==> src/source/drbg_macros.svh <==
`ifndef DRBG_MACROS_SVH
`define DRBG_MACROS_SVH

// number of mixing rounds in the chain
// also the issue-to-buffer latency in cycles
`define DRBG_ROUNDS 4

// blocks generated per seed before a reseed is requested
// kept small so reseeds are exercised often
`define DRBG_RESEED_INTERVAL 8

// output FIFO entries
// must fit in slot_count_t together with the full value
`define DRBG_BUF_DEPTH 4

`endif

==> src/source/drbg_pkg.sv <==
package drbg_pkg;

  // 256-bit seed from the conditioner
  // upper half feeds the key, lower half the counter
  typedef logic [255:0] seed_t;

  // working key carried alongside each block
  typedef logic [127:0] key_t;

  // counter value, round state or finished output block
  typedef logic [127:0] block_t;

  // blocks issued since the last seed accept
  typedef logic [15:0] blk_count_t;

  // buffer free entries or blocks still in the round chain
  typedef logic [3:0] slot_count_t;

  // controller states
  typedef enum logic [2:0] {
    CTRL_IDLE,
    // waiting for the instantiate seed
    CTRL_SEED_REQ,
    CTRL_RUN,
    // interval used up, let the chain empty
    CTRL_DRAIN,
    CTRL_RESEED_REQ
  } ctrl_state_t;

endpackage

==> src/source/drbg_round.sv <==
`timescale 1ns/10ps

module drbg_round #(
  parameter int ROUND_IDX = 1
) (
  input  logic             clk,
  input  logic             rst_n,
  input  logic             valid_i,
  input  drbg_pkg::block_t state_i,
  input  drbg_pkg::key_t   key_i,
  output logic             valid_o,
  output drbg_pkg::block_t state_o,
  output drbg_pkg::key_t   key_o
);

  import drbg_pkg::*;

  // round index folded into the lowest key byte
  localparam logic [7:0] ROUND_BYTE = 8'(ROUND_IDX);

  logic [31:0] w0, w1, w2, w3;
  logic [31:0] a0, b1, a2, b3;
  block_t      mixed;
  key_t        round_key;
  block_t      next_state;

  logic        valid_q;
  block_t      state_q;
  key_t        key_q;

  function automatic logic [31:0] rotl32(input logic [31:0] x, input int unsigned n);
    rotl32 = (x << n) | (x >> (32 - n));
  endfunction

  // w0 sits in the low word
  assign {w3, w2, w1, w0} = state_i;

  // first pair
  assign a0 = w0 + w1;
  assign b1 = rotl32(w1, 7) ^ a0;
  // second pair
  assign a2 = w2 + w3;
  assign b3 = rotl32(w3, 13) ^ a2;

  // rotate words one place, old w0 ends up on top
  assign mixed = {a0, b3, a2, b1};

  assign round_key  = key_i ^ key_t'(ROUND_BYTE);
  assign next_state = mixed ^ round_key;

  always_ff @(posedge clk) begin
    if (!rst_n) begin
      valid_q <= 1'b0;
    end else begin
      valid_q <= valid_i;
    end
  end

  // state and key just follow the valid
  always_ff @(posedge clk) begin
    state_q <= next_state;
    // unmodified key goes on to the next round
    key_q   <= key_i;
  end

  assign valid_o = valid_q;
  assign state_o = state_q;
  assign key_o   = key_q;

endmodule

==> src/source/drbg_out_buffer.sv <==
`timescale 1ns/10ps

module drbg_out_buffer #(
  parameter int DEPTH = 4
) (
  input  logic                  clk,
  input  logic                  rst_n,
  // from the last round
  input  logic                  mix_valid_i,
  input  drbg_pkg::block_t      mix_block_i,
  input  drbg_pkg::key_t        mix_key_i,
  // credit back to the controller
  output drbg_pkg::slot_count_t free_slots_o,
  // consumer stream
  input  logic                  out_ready_i,
  output logic                  out_valid_o,
  output drbg_pkg::block_t      out_data_o
);

  import drbg_pkg::*;

  localparam int PTR_W = (DEPTH > 1) ? $clog2(DEPTH) : 1;
  localparam logic [PTR_W-1:0] LAST_PTR = PTR_W'(DEPTH - 1);
  localparam slot_count_t FULL_FREE = slot_count_t'(DEPTH);

  // storage, no reset
  block_t           mem [DEPTH];

  logic [PTR_W-1:0] wr_ptr_q;
  logic [PTR_W-1:0] rd_ptr_q;
  slot_count_t      free_q;

  logic             wr_en;
  logic             rd_en;

  // controller credit keeps writes away from a full FIFO
  assign wr_en = mix_valid_i;
  assign rd_en = out_valid_o && out_ready_i;

  // anything stored means a block is on offer
  assign out_valid_o  = (free_q != FULL_FREE);
  assign out_data_o   = mem[rd_ptr_q];
  assign free_slots_o = free_q;

  always_ff @(posedge clk) begin
    if (wr_en) begin
      // final whitening with the carried key
      mem[wr_ptr_q] <= mix_block_i ^ mix_key_i;
    end
  end

  always_ff @(posedge clk) begin
    if (!rst_n) begin
      wr_ptr_q <= '0;
      rd_ptr_q <= '0;
      free_q   <= FULL_FREE;
    end else begin
      if (wr_en) begin
        wr_ptr_q <= (wr_ptr_q == LAST_PTR) ? '0 : wr_ptr_q + 1'b1;
      end
      if (rd_en) begin
        rd_ptr_q <= (rd_ptr_q == LAST_PTR) ? '0 : rd_ptr_q + 1'b1;
      end
      // simultaneous push and pop leaves the count alone
      unique case ({wr_en, rd_en})
        2'b10:   free_q <= free_q - slot_count_t'(1);
        2'b01:   free_q <= free_q + slot_count_t'(1);
        default: free_q <= free_q;
      endcase
    end
  end

endmodule

==> src/source/drbg_seed_ctrl.sv <==
`timescale 1ns/10ps

`include "drbg_macros.svh"

module drbg_seed_ctrl (
  input  logic                 clk,
  input  logic                 rst_n,
  // conditioner side
  input  logic                 seed_valid_i,
  input  drbg_pkg::seed_t      seed_i,
  output logic                 seed_ready_o,
  // buffer credit and chain completion
  input  drbg_pkg::slot_count_t free_slots_i,
  input  logic                 done_i,
  // issue port into the round chain
  output logic                 issue_valid_o,
  output drbg_pkg::block_t     issue_block_o,
  output drbg_pkg::key_t       issue_key_o,
  output drbg_pkg::blk_count_t blocks_since_reseed_o
);

  import drbg_pkg::*;

  localparam blk_count_t INTERVAL = blk_count_t'(`DRBG_RESEED_INTERVAL);

  ctrl_state_t state_q;
  ctrl_state_t state_n;

  // key and counter, payload only
  key_t        key_q;
  block_t      counter_q;

  blk_count_t  blk_count_q;
  // issued but not yet written into the buffer
  slot_count_t in_flight_q;

  logic        seed_fire;
  logic        issue;
  logic        interval_done;

  // seed halves
  key_t        seed_key;
  block_t      seed_ctr;

  assign seed_key = seed_i[255:128];
  assign seed_ctr = seed_i[127:0];

  // ready only while asking for a seed
  assign seed_ready_o = (state_q == CTRL_SEED_REQ) || (state_q == CTRL_RESEED_REQ);
  assign seed_fire    = seed_ready_o && seed_valid_i;

  assign interval_done = (blk_count_q >= INTERVAL);

  // issue only with credit left over after the blocks already in the chain
  assign issue = (state_q == CTRL_RUN) && !interval_done &&
                 (free_slots_i > in_flight_q);

  // counter steps first, the stepped value is the block
  assign issue_valid_o = issue;
  assign issue_block_o = counter_q + block_t'(1);
  assign issue_key_o   = key_q;

  assign blocks_since_reseed_o = blk_count_q;

  // next state
  always_comb begin
    state_n = state_q;
    unique case (state_q)
      CTRL_IDLE: begin
        // one cycle after reset, then ask for the first seed
        state_n = CTRL_SEED_REQ;
      end
      CTRL_SEED_REQ: begin
        if (seed_fire) begin
          state_n = CTRL_RUN;
        end
      end
      CTRL_RUN: begin
        if (interval_done) begin
          state_n = CTRL_DRAIN;
        end
      end
      CTRL_DRAIN: begin
        // chain empty, all blocks of this seed are in the buffer
        if (in_flight_q == '0) begin
          state_n = CTRL_RESEED_REQ;
        end
      end
      CTRL_RESEED_REQ: begin
        if (seed_fire) begin
          state_n = CTRL_RUN;
        end
      end
      default: begin
        state_n = CTRL_IDLE;
      end
    endcase
  end

  // control registers
  always_ff @(posedge clk) begin
    if (!rst_n) begin
      state_q     <= CTRL_IDLE;
      blk_count_q <= '0;
      in_flight_q <= '0;
    end else begin
      state_q <= state_n;

      // count restarts on every accepted seed
      if (seed_fire) begin
        blk_count_q <= '0;
      end else if (issue) begin
        blk_count_q <= blk_count_q + blk_count_t'(1);
      end

      // done_i is the buffer write of the same edge
      unique case ({issue, done_i})
        2'b10:   in_flight_q <= in_flight_q + slot_count_t'(1);
        2'b01:   in_flight_q <= in_flight_q - slot_count_t'(1);
        default: in_flight_q <= in_flight_q;
      endcase
    end
  end

  // key and counter update
  always_ff @(posedge clk) begin
    if (seed_fire) begin
      // instantiate takes the key as is, reseed folds it into the old one
      if (state_q == CTRL_SEED_REQ) begin
        key_q <= seed_key;
      end else begin
        key_q <= key_q ^ seed_key;
      end
      counter_q <= seed_ctr;
    end else if (issue) begin
      counter_q <= issue_block_o;
    end
  end

endmodule

==> src/source/drbg_top.sv <==
`timescale 1ns/10ps

`include "drbg_macros.svh"

module drbg_top (
  input  logic                 clk,
  input  logic                 rst_n,
  // conditioner
  input  logic                 seed_valid_i,
  input  drbg_pkg::seed_t      seed_i,
  output logic                 seed_ready_o,
  // consumer
  input  logic                 out_ready_i,
  output logic                 out_valid_o,
  output drbg_pkg::block_t     out_data_o,
  // status
  output drbg_pkg::blk_count_t blocks_since_reseed_o
);

  import drbg_pkg::*;

  localparam int ROUNDS = `DRBG_ROUNDS;

  // issue port
  logic        issue_valid;
  block_t      issue_block;
  key_t        issue_key;

  // round chain, stage 0 is the issue port
  logic        chain_valid [ROUNDS+1];
  block_t      chain_state [ROUNDS+1];
  key_t        chain_key   [ROUNDS+1];

  // last round into the buffer
  logic        mix_valid;
  block_t      mix_block;
  key_t        mix_key;

  slot_count_t free_slots;

  drbg_seed_ctrl u_seed_ctrl (
    .clk                   (clk),
    .rst_n                 (rst_n),
    .seed_valid_i          (seed_valid_i),
    .seed_i                (seed_i),
    .seed_ready_o          (seed_ready_o),
    .free_slots_i          (free_slots),
    .done_i                (mix_valid),
    .issue_valid_o         (issue_valid),
    .issue_block_o         (issue_block),
    .issue_key_o           (issue_key),
    .blocks_since_reseed_o (blocks_since_reseed_o)
  );

  assign chain_valid[0] = issue_valid;
  assign chain_state[0] = issue_block;
  assign chain_key[0]   = issue_key;

  // one block moves one round per cycle
  for (genvar g = 0; g < ROUNDS; g++) begin : g_round
    drbg_round #(
      .ROUND_IDX (g + 1)
    ) u_round (
      .clk     (clk),
      .rst_n   (rst_n),
      .valid_i (chain_valid[g]),
      .state_i (chain_state[g]),
      .key_i   (chain_key[g]),
      .valid_o (chain_valid[g+1]),
      .state_o (chain_state[g+1]),
      .key_o   (chain_key[g+1])
    );
  end

  assign mix_valid = chain_valid[ROUNDS];
  assign mix_block = chain_state[ROUNDS];
  assign mix_key   = chain_key[ROUNDS];

  drbg_out_buffer #(
    .DEPTH (`DRBG_BUF_DEPTH)
  ) u_out_buffer (
    .clk          (clk),
    .rst_n        (rst_n),
    .mix_valid_i  (mix_valid),
    .mix_block_i  (mix_block),
    .mix_key_i    (mix_key),
    .free_slots_o (free_slots),
    .out_ready_i  (out_ready_i),
    .out_valid_o  (out_valid_o),
    .out_data_o   (out_data_o)
  );

endmodule

==> config.mk <==
export PLATFORM = sky130hd
export DESIGN_NAME = drbg_top
export DESIGN_NICKNAME = d
export VERILOG_FILES = /design/src/source/drbg_pkg.sv /design/src/source/drbg_round.sv /design/src/source/drbg_out_buffer.sv /design/src/source/drbg_seed_ctrl.sv /design/src/source/drbg_top.sv
export VERILOG_INCLUDE_DIRS = /design/src /design/src/source
export SDC_FILE = /design/constraint.sdc
export NUM_CORES = 2
export LEC_CHECK = 0
export ABC_CLOCK_PERIOD_IN_PS = 6440
export BUFFER_PORTS_ARGS = -buffer_cell sky130_fd_sc_hd__buf_4
export CAP_MARGIN = 10
export CORE_AREA = 10 10 442 444
export CTS_CLUSTER_DIAMETER = 40
export DETAILED_ROUTE_END_ITERATION = 8
export DIE_AREA = 0 0 452 454
export GPL_TIMING_DRIVEN = 0
export PLACE_DENSITY = 0.65
export SLEW_MARGIN = 15
export SYNTH_ARGS = -nofsm -noshare
export SYNTH_HDL_FRONTEND = slang
export SYNTH_SLANG_ARGS = --single-unit
==> constraint.sdc <==
create_clock -name clk -period 6.44 [get_ports clk]
set_input_delay 0.322 -clock clk [delete_from_list [all_inputs] [get_ports clk]]
set_output_delay 0.322 -clock clk [all_outputs]
set_load 0.05 [all_outputs]
* Word level (Yosys, flattened, before mapping) *
Memories as Yosys holds them, arrays and structs flattened. A register that Yosys moved wholly into a read port is not among the register bits.
Index checks and enable logic that the tools add are counted.

operators by class
  reduce and logical (&&, ||, !) cells = 14
  equality and inequality tests = 14
  order comparisons = 2
  mux-type cells = 15
  bitwise operators = 27
  $add $sub $neg = 16

operators with widths
  operator                                                             number
  XOR 128 bit                                                          6
  2-to-1 mux 128 bit                                                   3
  adder 32 bit                                                         8
  XOR 32 bit                                                           8
  adder 128 x 1 -> 128 bit (second input constant)                     1
  bitwise OR 32 x 13 -> 32 bit                                         4
  bitwise OR 32 x 7 -> 32 bit                                          4
  adder 16 x 1 -> 16 bit (second input constant)                       1
  greater-or-equal comparator 16 x 4 -> 1 bit (second input constant)  1
  one-hot mux 4 bit (2 select lines)                                   2
  one-hot mux 3 bit (4 select lines)                                   1
  2-to-1 mux 3 bit                                                     3
  adder 4 x 1 -> 4 bit (second input constant)                         2
  equality test 2 bit (second input constant)                          4
  2-to-1 mux 2 bit                                                     4
  subtractor 4 x 1 -> 4 bit (second input constant)                    2
  equality test 3 x 2 -> 1 bit (second input constant)                 2
  inequality test 2 x 1 -> 1 bit (second input constant)               3
  nonzero test 2 bit                                                   3
  adder 2 x 1 -> 2 bit (second input constant)                         2
  equality test 2 x 1 -> 1 bit (second input constant)                 2
  > comparator 4 bit                                                   1
  logical AND 1 bit                                                    4
  zero test 4 bit                                                      1
  other kinds (11)                                                     16

storage, ports and cells
  bits in registers = 1,315
  RAM bits = 512
  logic and storage cells = 109
  input port bits = 260
  memories = 1
  output and inout bits = 146

memories
  name              words  width  rd ports  clocked after memory_dff  wr ports  RTL line               RTL
  u_out_buffer.mem  4      128    1         1                         1         drbg_out_buffer.sv:27  block_t mem [DEPTH];

* Depth between registers and ports, before layout *
  word-level depth = 6
  depth in mapped cells = 23
  mapped depth without buffers = 22

* By module *
A second synthesis with hierarchy kept.

second synthesis, totals
  cells, all modules = 6,270
  area total of the unflattened synthesis = 78,434.0 um^2

modules (own cells, without submodules)
  module                                seq. area each (um^2)  cells each  instances  area each (um^2)
  drbg_round at g_round[0].u_round ...  5,144.9                964         3          10,546.4
  drbg_out_buffer                       15,574.9               853         1          20,169.3
  drbg_seed_ctrl                        8,147.8                1,573       1          16,148.0
  drbg_round at g_round[2].u_round      5,144.9                952         1          10,477.5

* Least setup slack after synthesis *
No wires, ideal clock.

  path type = reg2reg
  start = reg u_seed_ctrl.state_q[0]
  end = reg u_seed_ctrl.counter_q[1] (data pin)
  period minus slack after synthesis = 6,304 ps
  arrival = 5,858 ps
  setup time = 446 ps
  cell stages (with the launch flop) = 8
  slack = 136 ps
  buffers on the path = 2
  cells stage by stage = dfxtp_1 > nand2b_1 > a21oi_1 > nand2_1 > clkbuf_1 > inv_1 > clkbuf_1 > o21ai_0

on the way
  longest elaborated chain between the ends = 4
  elaborated cells between the ends (all ways) = 5

RTL lines
  item                                                                 RTL line               RTL
  start, declared                                                      drbg_seed_ctrl.sv:26   ctrl_state_t state_q;
  start signal, assigned                                               drbg_seed_ctrl.sv:107  state_q <= state_n;
  equality test 3 x 1 -> 1 bit or equality test 3 bit (tied branches)  drbg_seed_ctrl.sv:49   assign seed_ready_o = (state_q == CTRL_SEED_REQ) || (state_q == CTRL_RESEED_REQ);
  logical OR 1 bit *                                                   drbg_seed_ctrl.sv:49
  via seed_ready_o                                                     drbg_top.sv:11         output logic seed_ready_o,
  logical AND 1 bit *                                                  drbg_seed_ctrl.sv:50   assign seed_fire = seed_ready_o && seed_valid_i;
  via u_seed_ctrl.seed_fire                                            drbg_seed_ctrl.sv:37   logic seed_fire;
  2-to-1 mux 128 bit *                                                 drbg_seed_ctrl.sv:127  if (seed_fire) begin
  end signal, assigned                                                 drbg_seed_ctrl.sv:134  counter_q <= seed_ctr;
  end signal, assigned                                                 drbg_seed_ctrl.sv:136  counter_q <= issue_block_o;
  end, declared                                                        drbg_seed_ctrl.sv:31   block_t counter_q;

Mark *: on every way through the listed nets, which the timed path passes. The rest lies on a longest branch.
A chain may end at the register's enable or synchronous reset.

* Final worst setup path *
  start = reg u_seed_ctrl.counter_q[78]
  end = reg g_round[0].u_round.state_q[43]

on the way
  longest elaborated chain between the ends = 3

RTL lines
  item                                   RTL line              RTL
  adder 128 x 1 -> 128 bit               drbg_seed_ctrl.sv:60  assign issue_block_o = counter_q + block_t'(1);
  adder 32 bit                           drbg_round.sv:42      assign a2 = w2 + w3;
  XOR 128 bit                            drbg_round.sv:49      assign next_state = mixed ^ round_key;
  via g_round[0].u_round.next_state[43]  drbg_round.sv:25      block_t next_state;
  end signal, assigned                   drbg_round.sv:61      state_q <= next_state;
  end, declared                          drbg_round.sv:28      block_t state_q;

The timed path passes the listed nets, and every way through them passes these cells.

==> flow_metrics.py <==
metrics = {
    "clocking": {
        "cts_num_sinks": 1829,
        "tritoncts": "built",
        "clock_tree.htree_level_count": 4,
        "tritoncts.num_buffers": 234,
        "root_buffer": "sky130_fd_sc_hd__clkbuf_16",
        "clock_insertion_delay_worst_skew_ns": 0.87,
        "ctsLongestPathBuffers": 3,
        "cts.clk_slew.worst_paths_ns": 0.06,
    },
    "timing": {
        "finalClockSkew_ns": 0.0522,
        "finalSetupViolations": 0,
        "report.final.hold_viol_count": 0,
        "setup-tns-final_ns": 0,
        "fin_crit_ns": 6.15,
        "final.period_utilization_pct": 95.5,
        "fmax_mhz": 163,
        "worstMarginPinSlew_ns": 1.29,
        "slew_violations": 0,
        "relative_slew_slack_pct": 13.3,
    },
    "place": {
        "detailed_place.area_um2": 80700,
        "total_of_buffers_placed_on_input_and_output_ports": 405,
        "place_hpwl_um": 197000,
        "globalplace.congestion": 0.946,
    },
    "final_layout": {
        "final_layout_size_suffix_gt1_share_pct": 17.6,
        "area_growth_pct": 23.6,
        "finish.net_count": 7006,
        "area_of_all_placed_cells_without_fillers_um2": 91700,
    },
    "global_routing": {
        "antenna_found_initial": 14,
        "first_global_vias": 46500,
        "grtUsageTotal_pct": 23.0,
        "grt-ovfl-total": 0,
        "grt_pass1_wl_um": 339000,
        "grt_start_max_net_pins": 56,
    },
    "critical_path": {
        "worstPathCellList": "buf_2, and4_1, nand2_1, nor3_2, nand3_1, or3_1, nor4_2, xnor2_2, inv_1, ha_1, a21o_1, maj3_1, a311o_2, a221oi_4, o21ai_0, a21boi_0, xnor2_1, xor2_1",
        "r2r-end": "g_round[0].u_round.state_o[43]",
        "crit_fanout": 10,
        "crit_path_end_kind": "flip-flop",
        "worst_r2r_startpoint": "u_seed_ctrl.counter_q[78]",
        "crit_type": "reg2reg",
        "timing.reg2reg.setup_slack_ns": 0.29,
        "r2r_cells": 18,
        "timing.critical_path.slowest_cell_delay_ns": 0.55,
        "timing.critical_path.from_type": "flip-flop",
        "arrival_ns": 6.88,
        "timing.critical_path.required_ns": 7.17,
        "critPathSlowestCell": "sky130_fd_sc_hd__or3_1",
    },
    "die": {
        "i_o_pins": 406,
        "fp-row-count": 159,
        "initial_utilization_pct": 39.7,
        "fp.coreArea_um2": 187000,
        "die-height_um": 454,
        "die_width_um": 452,
        "die_area_um2": 205000,
    },
    "pwr": {
        "power.switching_w": 0.0220,
        "clkPwrFrac_pct": 23.8,
        "cell_area_power_density_nw_per_um2": 601,
        "ir_worst_vdd_v": 0.000344,
        "cell_internal_pwr_w": 0.0331,
        "switching_share_pct": 39.9,
        "power.share.sequential_pct": 32.9,
        "p_comb_share_pct": 43.3,
        "power.static_leakage_nw": 35.2,
    },
    "routing": {
        "firstDrtPassIters": 7,
        "iter_0_drt_violations": 3099,
        "vias": 45700,
        "postRouteWirelength_um": 242000,
        "drt.antenna.violating_nets": 0,
        "number_of_vias_per_cell_after_detailed_routing": 4.97,
        "post_drt_wl_per_cell_um": 26.3,
        "detail_route.drc_violations": 0,
    },
    "yosys": {
        "ys_seq_area_share_pct": 59.7,
        "synth_ff_type": "sky130_fd_sc_hd__dfxtp_1",
        "synth.cell_area_um2": 74200,
        "synthesis.area_per_instance_um2": 13.4,
        "postSynthRegisterBits": 1829,
        "synth_cell_types": 96,
        "syn_inst": 5551,
        "postSynth.asyncResetShare_pct": 0,
        "number_of_synthesized_flops_with_an_enable_pin": 768,
        "yosysWarnings": 0,
        "synth_fp_nets": 6085,
    },
    "hold_path": {
        "timing.hold.worst_endpoint": "u_seed_ctrl.issue_key_o[36]",
        "worst_hold_path_type": "in2reg",
        "timing.hold.worst_path_depth": 3,
        "hp-start": "seed_i[164]",
    },
    "outcome": {
        "run_status": "completed",
    },
    "run": {
        "cap_violations": 0,
    },
}
==> cell usage in the layout (no fill, tap or decap), drive strengths merged, types with 69 or more instances in the layout <==
master | netlist | layout
ha | 264 | 264
xnor2 | 897 | 897
a21oi | 223 | 223
inv | 103 | 168
nor2 | 209 | 209
clkbuf | 57 | 349
xor2 | 521 | 521
nand4 | 69 | 69
edfxtp | 768 | 768
buf | 24 | 450
o21ai | 89 | 89
nand3 | 97 | 97
mux2 | 97 | 97
nand2 | 286 | 286
a21o | 129 | 129
dlygate4sd3 | 0 | 259
mux4 | 128 | 128
dfxtp | 1061 | 1061
==> sequential cells by signal, summed over array words and instances, names as in the netlist, named ones only <==
| signal | flops |
|---|---|
| u_seed_ctrl.issue_key_o | 128 |
| u_seed_ctrl.state_q | 3 |
| u_out_buffer.mem | 512 |
| g_round.u_round.state_o | 512 |
| g_round.u_round.valid_o | 4 |
| u_seed_ctrl.counter_q | 128 |
| u_seed_ctrl.in_flight_q | 4 |
| u_out_buffer.wr_ptr_q | 2 |
| u_out_buffer.rd_ptr_q | 2 |
| u_out_buffer.free_slots_o | 4 |
| u_seed_ctrl.blocks_since_reseed_o | 16 |
| g_round.u_round.key_o | 512 |
==> synthesized netlist by cell type (7+ instances only) <==
| cell type | number | area (µm²) |
|---|---|---|
| sky130_fd_sc_hd__and3_1 | 55 | 344 |
| sky130_fd_sc_hd__clkbuf_1 | 56 | 210 |
| sky130_fd_sc_hd__a21boi_0 | 10 | 75.1 |
| sky130_fd_sc_hd__or2_2 | 11 | 68.8 |
| sky130_fd_sc_hd__a31o_2 | 7 | 61.3 |
| sky130_fd_sc_hd__nand2_1 | 286 | 1070 |
| sky130_fd_sc_hd__o211ai_1 | 8 | 60.1 |
| sky130_fd_sc_hd__fa_1 | 10 | 200 |
| sky130_fd_sc_hd__nor4_1 | 29 | 181 |
| sky130_fd_sc_hd__nor3b_1 | 7 | 52.6 |
| sky130_fd_sc_hd__dfxtp_1 | 1061 | 21200 |
| sky130_fd_sc_hd__inv_1 | 103 | 387 |
| sky130_fd_sc_hd__nand2b_1 | 37 | 231 |
| sky130_fd_sc_hd__a211oi_1 | 13 | 97.6 |
| sky130_fd_sc_hd__xnor2_1 | 897 | 7860 |
| sky130_fd_sc_hd__mux2_2 | 97 | 1090 |
| sky130_fd_sc_hd__nor3_1 | 53 | 265 |
| sky130_fd_sc_hd__buf_1 | 18 | 67.6 |
| sky130_fd_sc_hd__and4_1 | 15 | 131 |
| sky130_fd_sc_hd__nand3_1 | 95 | 475 |
| sky130_fd_sc_hd__o21ai_0 | 82 | 410 |
| sky130_fd_sc_hd__nor2b_1 | 24 | 150 |
| sky130_fd_sc_hd__or3_1 | 30 | 188 |
| sky130_fd_sc_hd__o21a_1 | 14 | 105 |
| sky130_fd_sc_hd__a21oi_1 | 220 | 1100 |
| sky130_fd_sc_hd__and2_1 | 26 | 163 |
| sky130_fd_sc_hd__nor2_1 | 209 | 785 |
| sky130_fd_sc_hd__edfxtp_1 | 768 | 23100 |
| sky130_fd_sc_hd__mux4_2 | 128 | 2880 |
| sky130_fd_sc_hd__a21o_1 | 128 | 961 |
| sky130_fd_sc_hd__xor2_1 | 521 | 4560 |
| sky130_fd_sc_hd__a31oi_1 | 22 | 138 |
| sky130_fd_sc_hd__nand4_1 | 64 | 400 |
| sky130_fd_sc_hd__o21bai_1 | 35 | 263 |
| sky130_fd_sc_hd__ha_1 | 264 | 3300 |
==> cell families after synthesis <==
kind of cell | share of synthesized area (%)
and+or+nand+nor | 6.80
AOI/OAI and AO/OA | 5.44
muxes | 5.44
buffers and inverters | 0.943
xor gates and xnor gates | 16.9
adders and majority gates | 4.75
DFF | 59.7
==> power groups by stage <==
stage / clock (W) / sequential [W] / combinational [W]
2_1_floorplan: 0 / 0.0169 / 0.0169
3_3_place_gp: 0 / 0.0184 / 0.0232
3_5_place_dp: 0 / 0.0184 / 0.0236
4_1_cts: 0.0133 / 0.0181 / 0.0238
5_1_grt: 0.0138 / 0.0182 / 0.0258
6_report: 0.0131 / 0.0181 / 0.0238
==> per-layer routing <==
metal	share of wire [%]	global-route usage, %	wire [µm]
met5	0	0	0
met4	5.3	11.0	12900
met3	4.3	3.14	10300
met2	48	38.5	115000
met1	43	29.3	103000
==> cell type report <==
type | count | area (µm²)
Multi-Input combinational cell | 3538 | 29400
Buffer | 81 | 320
Clock buffer | 292 | 6520
Fill cell | 16300 | 94900
Tap cell | 2495 | 3120
Timing Repair Buffer | 685 | 6020
Inverter | 103 | 387
Clock inverter | 155 | 1610
Sequential cell | 1829 | 44300
Antenna cell | 11 | 27.5
==> what timing repair did <==
item | CTS | global route
pin swaps | 1 | 3
gates cloned | 0 | 0
gates resized for setup | 10 | 15
endpoints found under the setup margin | 33 | 47
buffers inserted | 1 | 4
hold buffers | 259 | 0
endpoints found under the hold margin | 274 | 0
==> per-stage QoR <==
stage,hold WS (ns),cells,power (W),worst slack (ns),util (%)
floorplan,0.332,5551,0.0338,0.136,-
CTS,0.233,9174,0.0553,0.0197,49.0
global route,0.264,9181,0.0578,-0.00159,49.1
finish,0.289,9189,0.0551,0.287,49.1
global placement,0.352,8451,0.0416,-3.18,43.0
detailed placement,0.354,8467,0.0419,-0.493,43.3
==> how the worst max path moves through the flow <==
stage                              startpoint                              to  slack (ns)  cells after the start
floorplan              u_seed_ctrl.state_q[0]        u_seed_ctrl.counter_q[1]        0.14                      7
CTS                  u_seed_ctrl.counter_q[0]  g_round[0].u_round.state_o[58]        0.02                     21
finish              u_seed_ctrl.counter_q[78]  g_round[0].u_round.state_o[43]        0.29                     18
global route        u_seed_ctrl.counter_q[17]  g_round[0].u_round.state_o[59]      -0.002                     16
detailed placement  u_seed_ctrl.counter_q[38]  g_round[0].u_round.state_o[59]       -0.49                     16
global placement       u_seed_ctrl.state_q[0]        u_seed_ctrl.counter_q[1]       -3.18                      8
==> critical path: cells and delay by family, from the launching register on <==
family / cells / cell delay (ns)
XOR/XNOR: 3 / 0.98
buffers and inverters: 2 / 0.46
adder cells (fa/ha/maj): 2 / 0.67
flip-flops: 1 / 0.32
AO/OA/AOI/OAI: 5 / 1.55
AND/OR/NAND/NOR: 6 / 2.02
(Power assumes the default switching activity.)
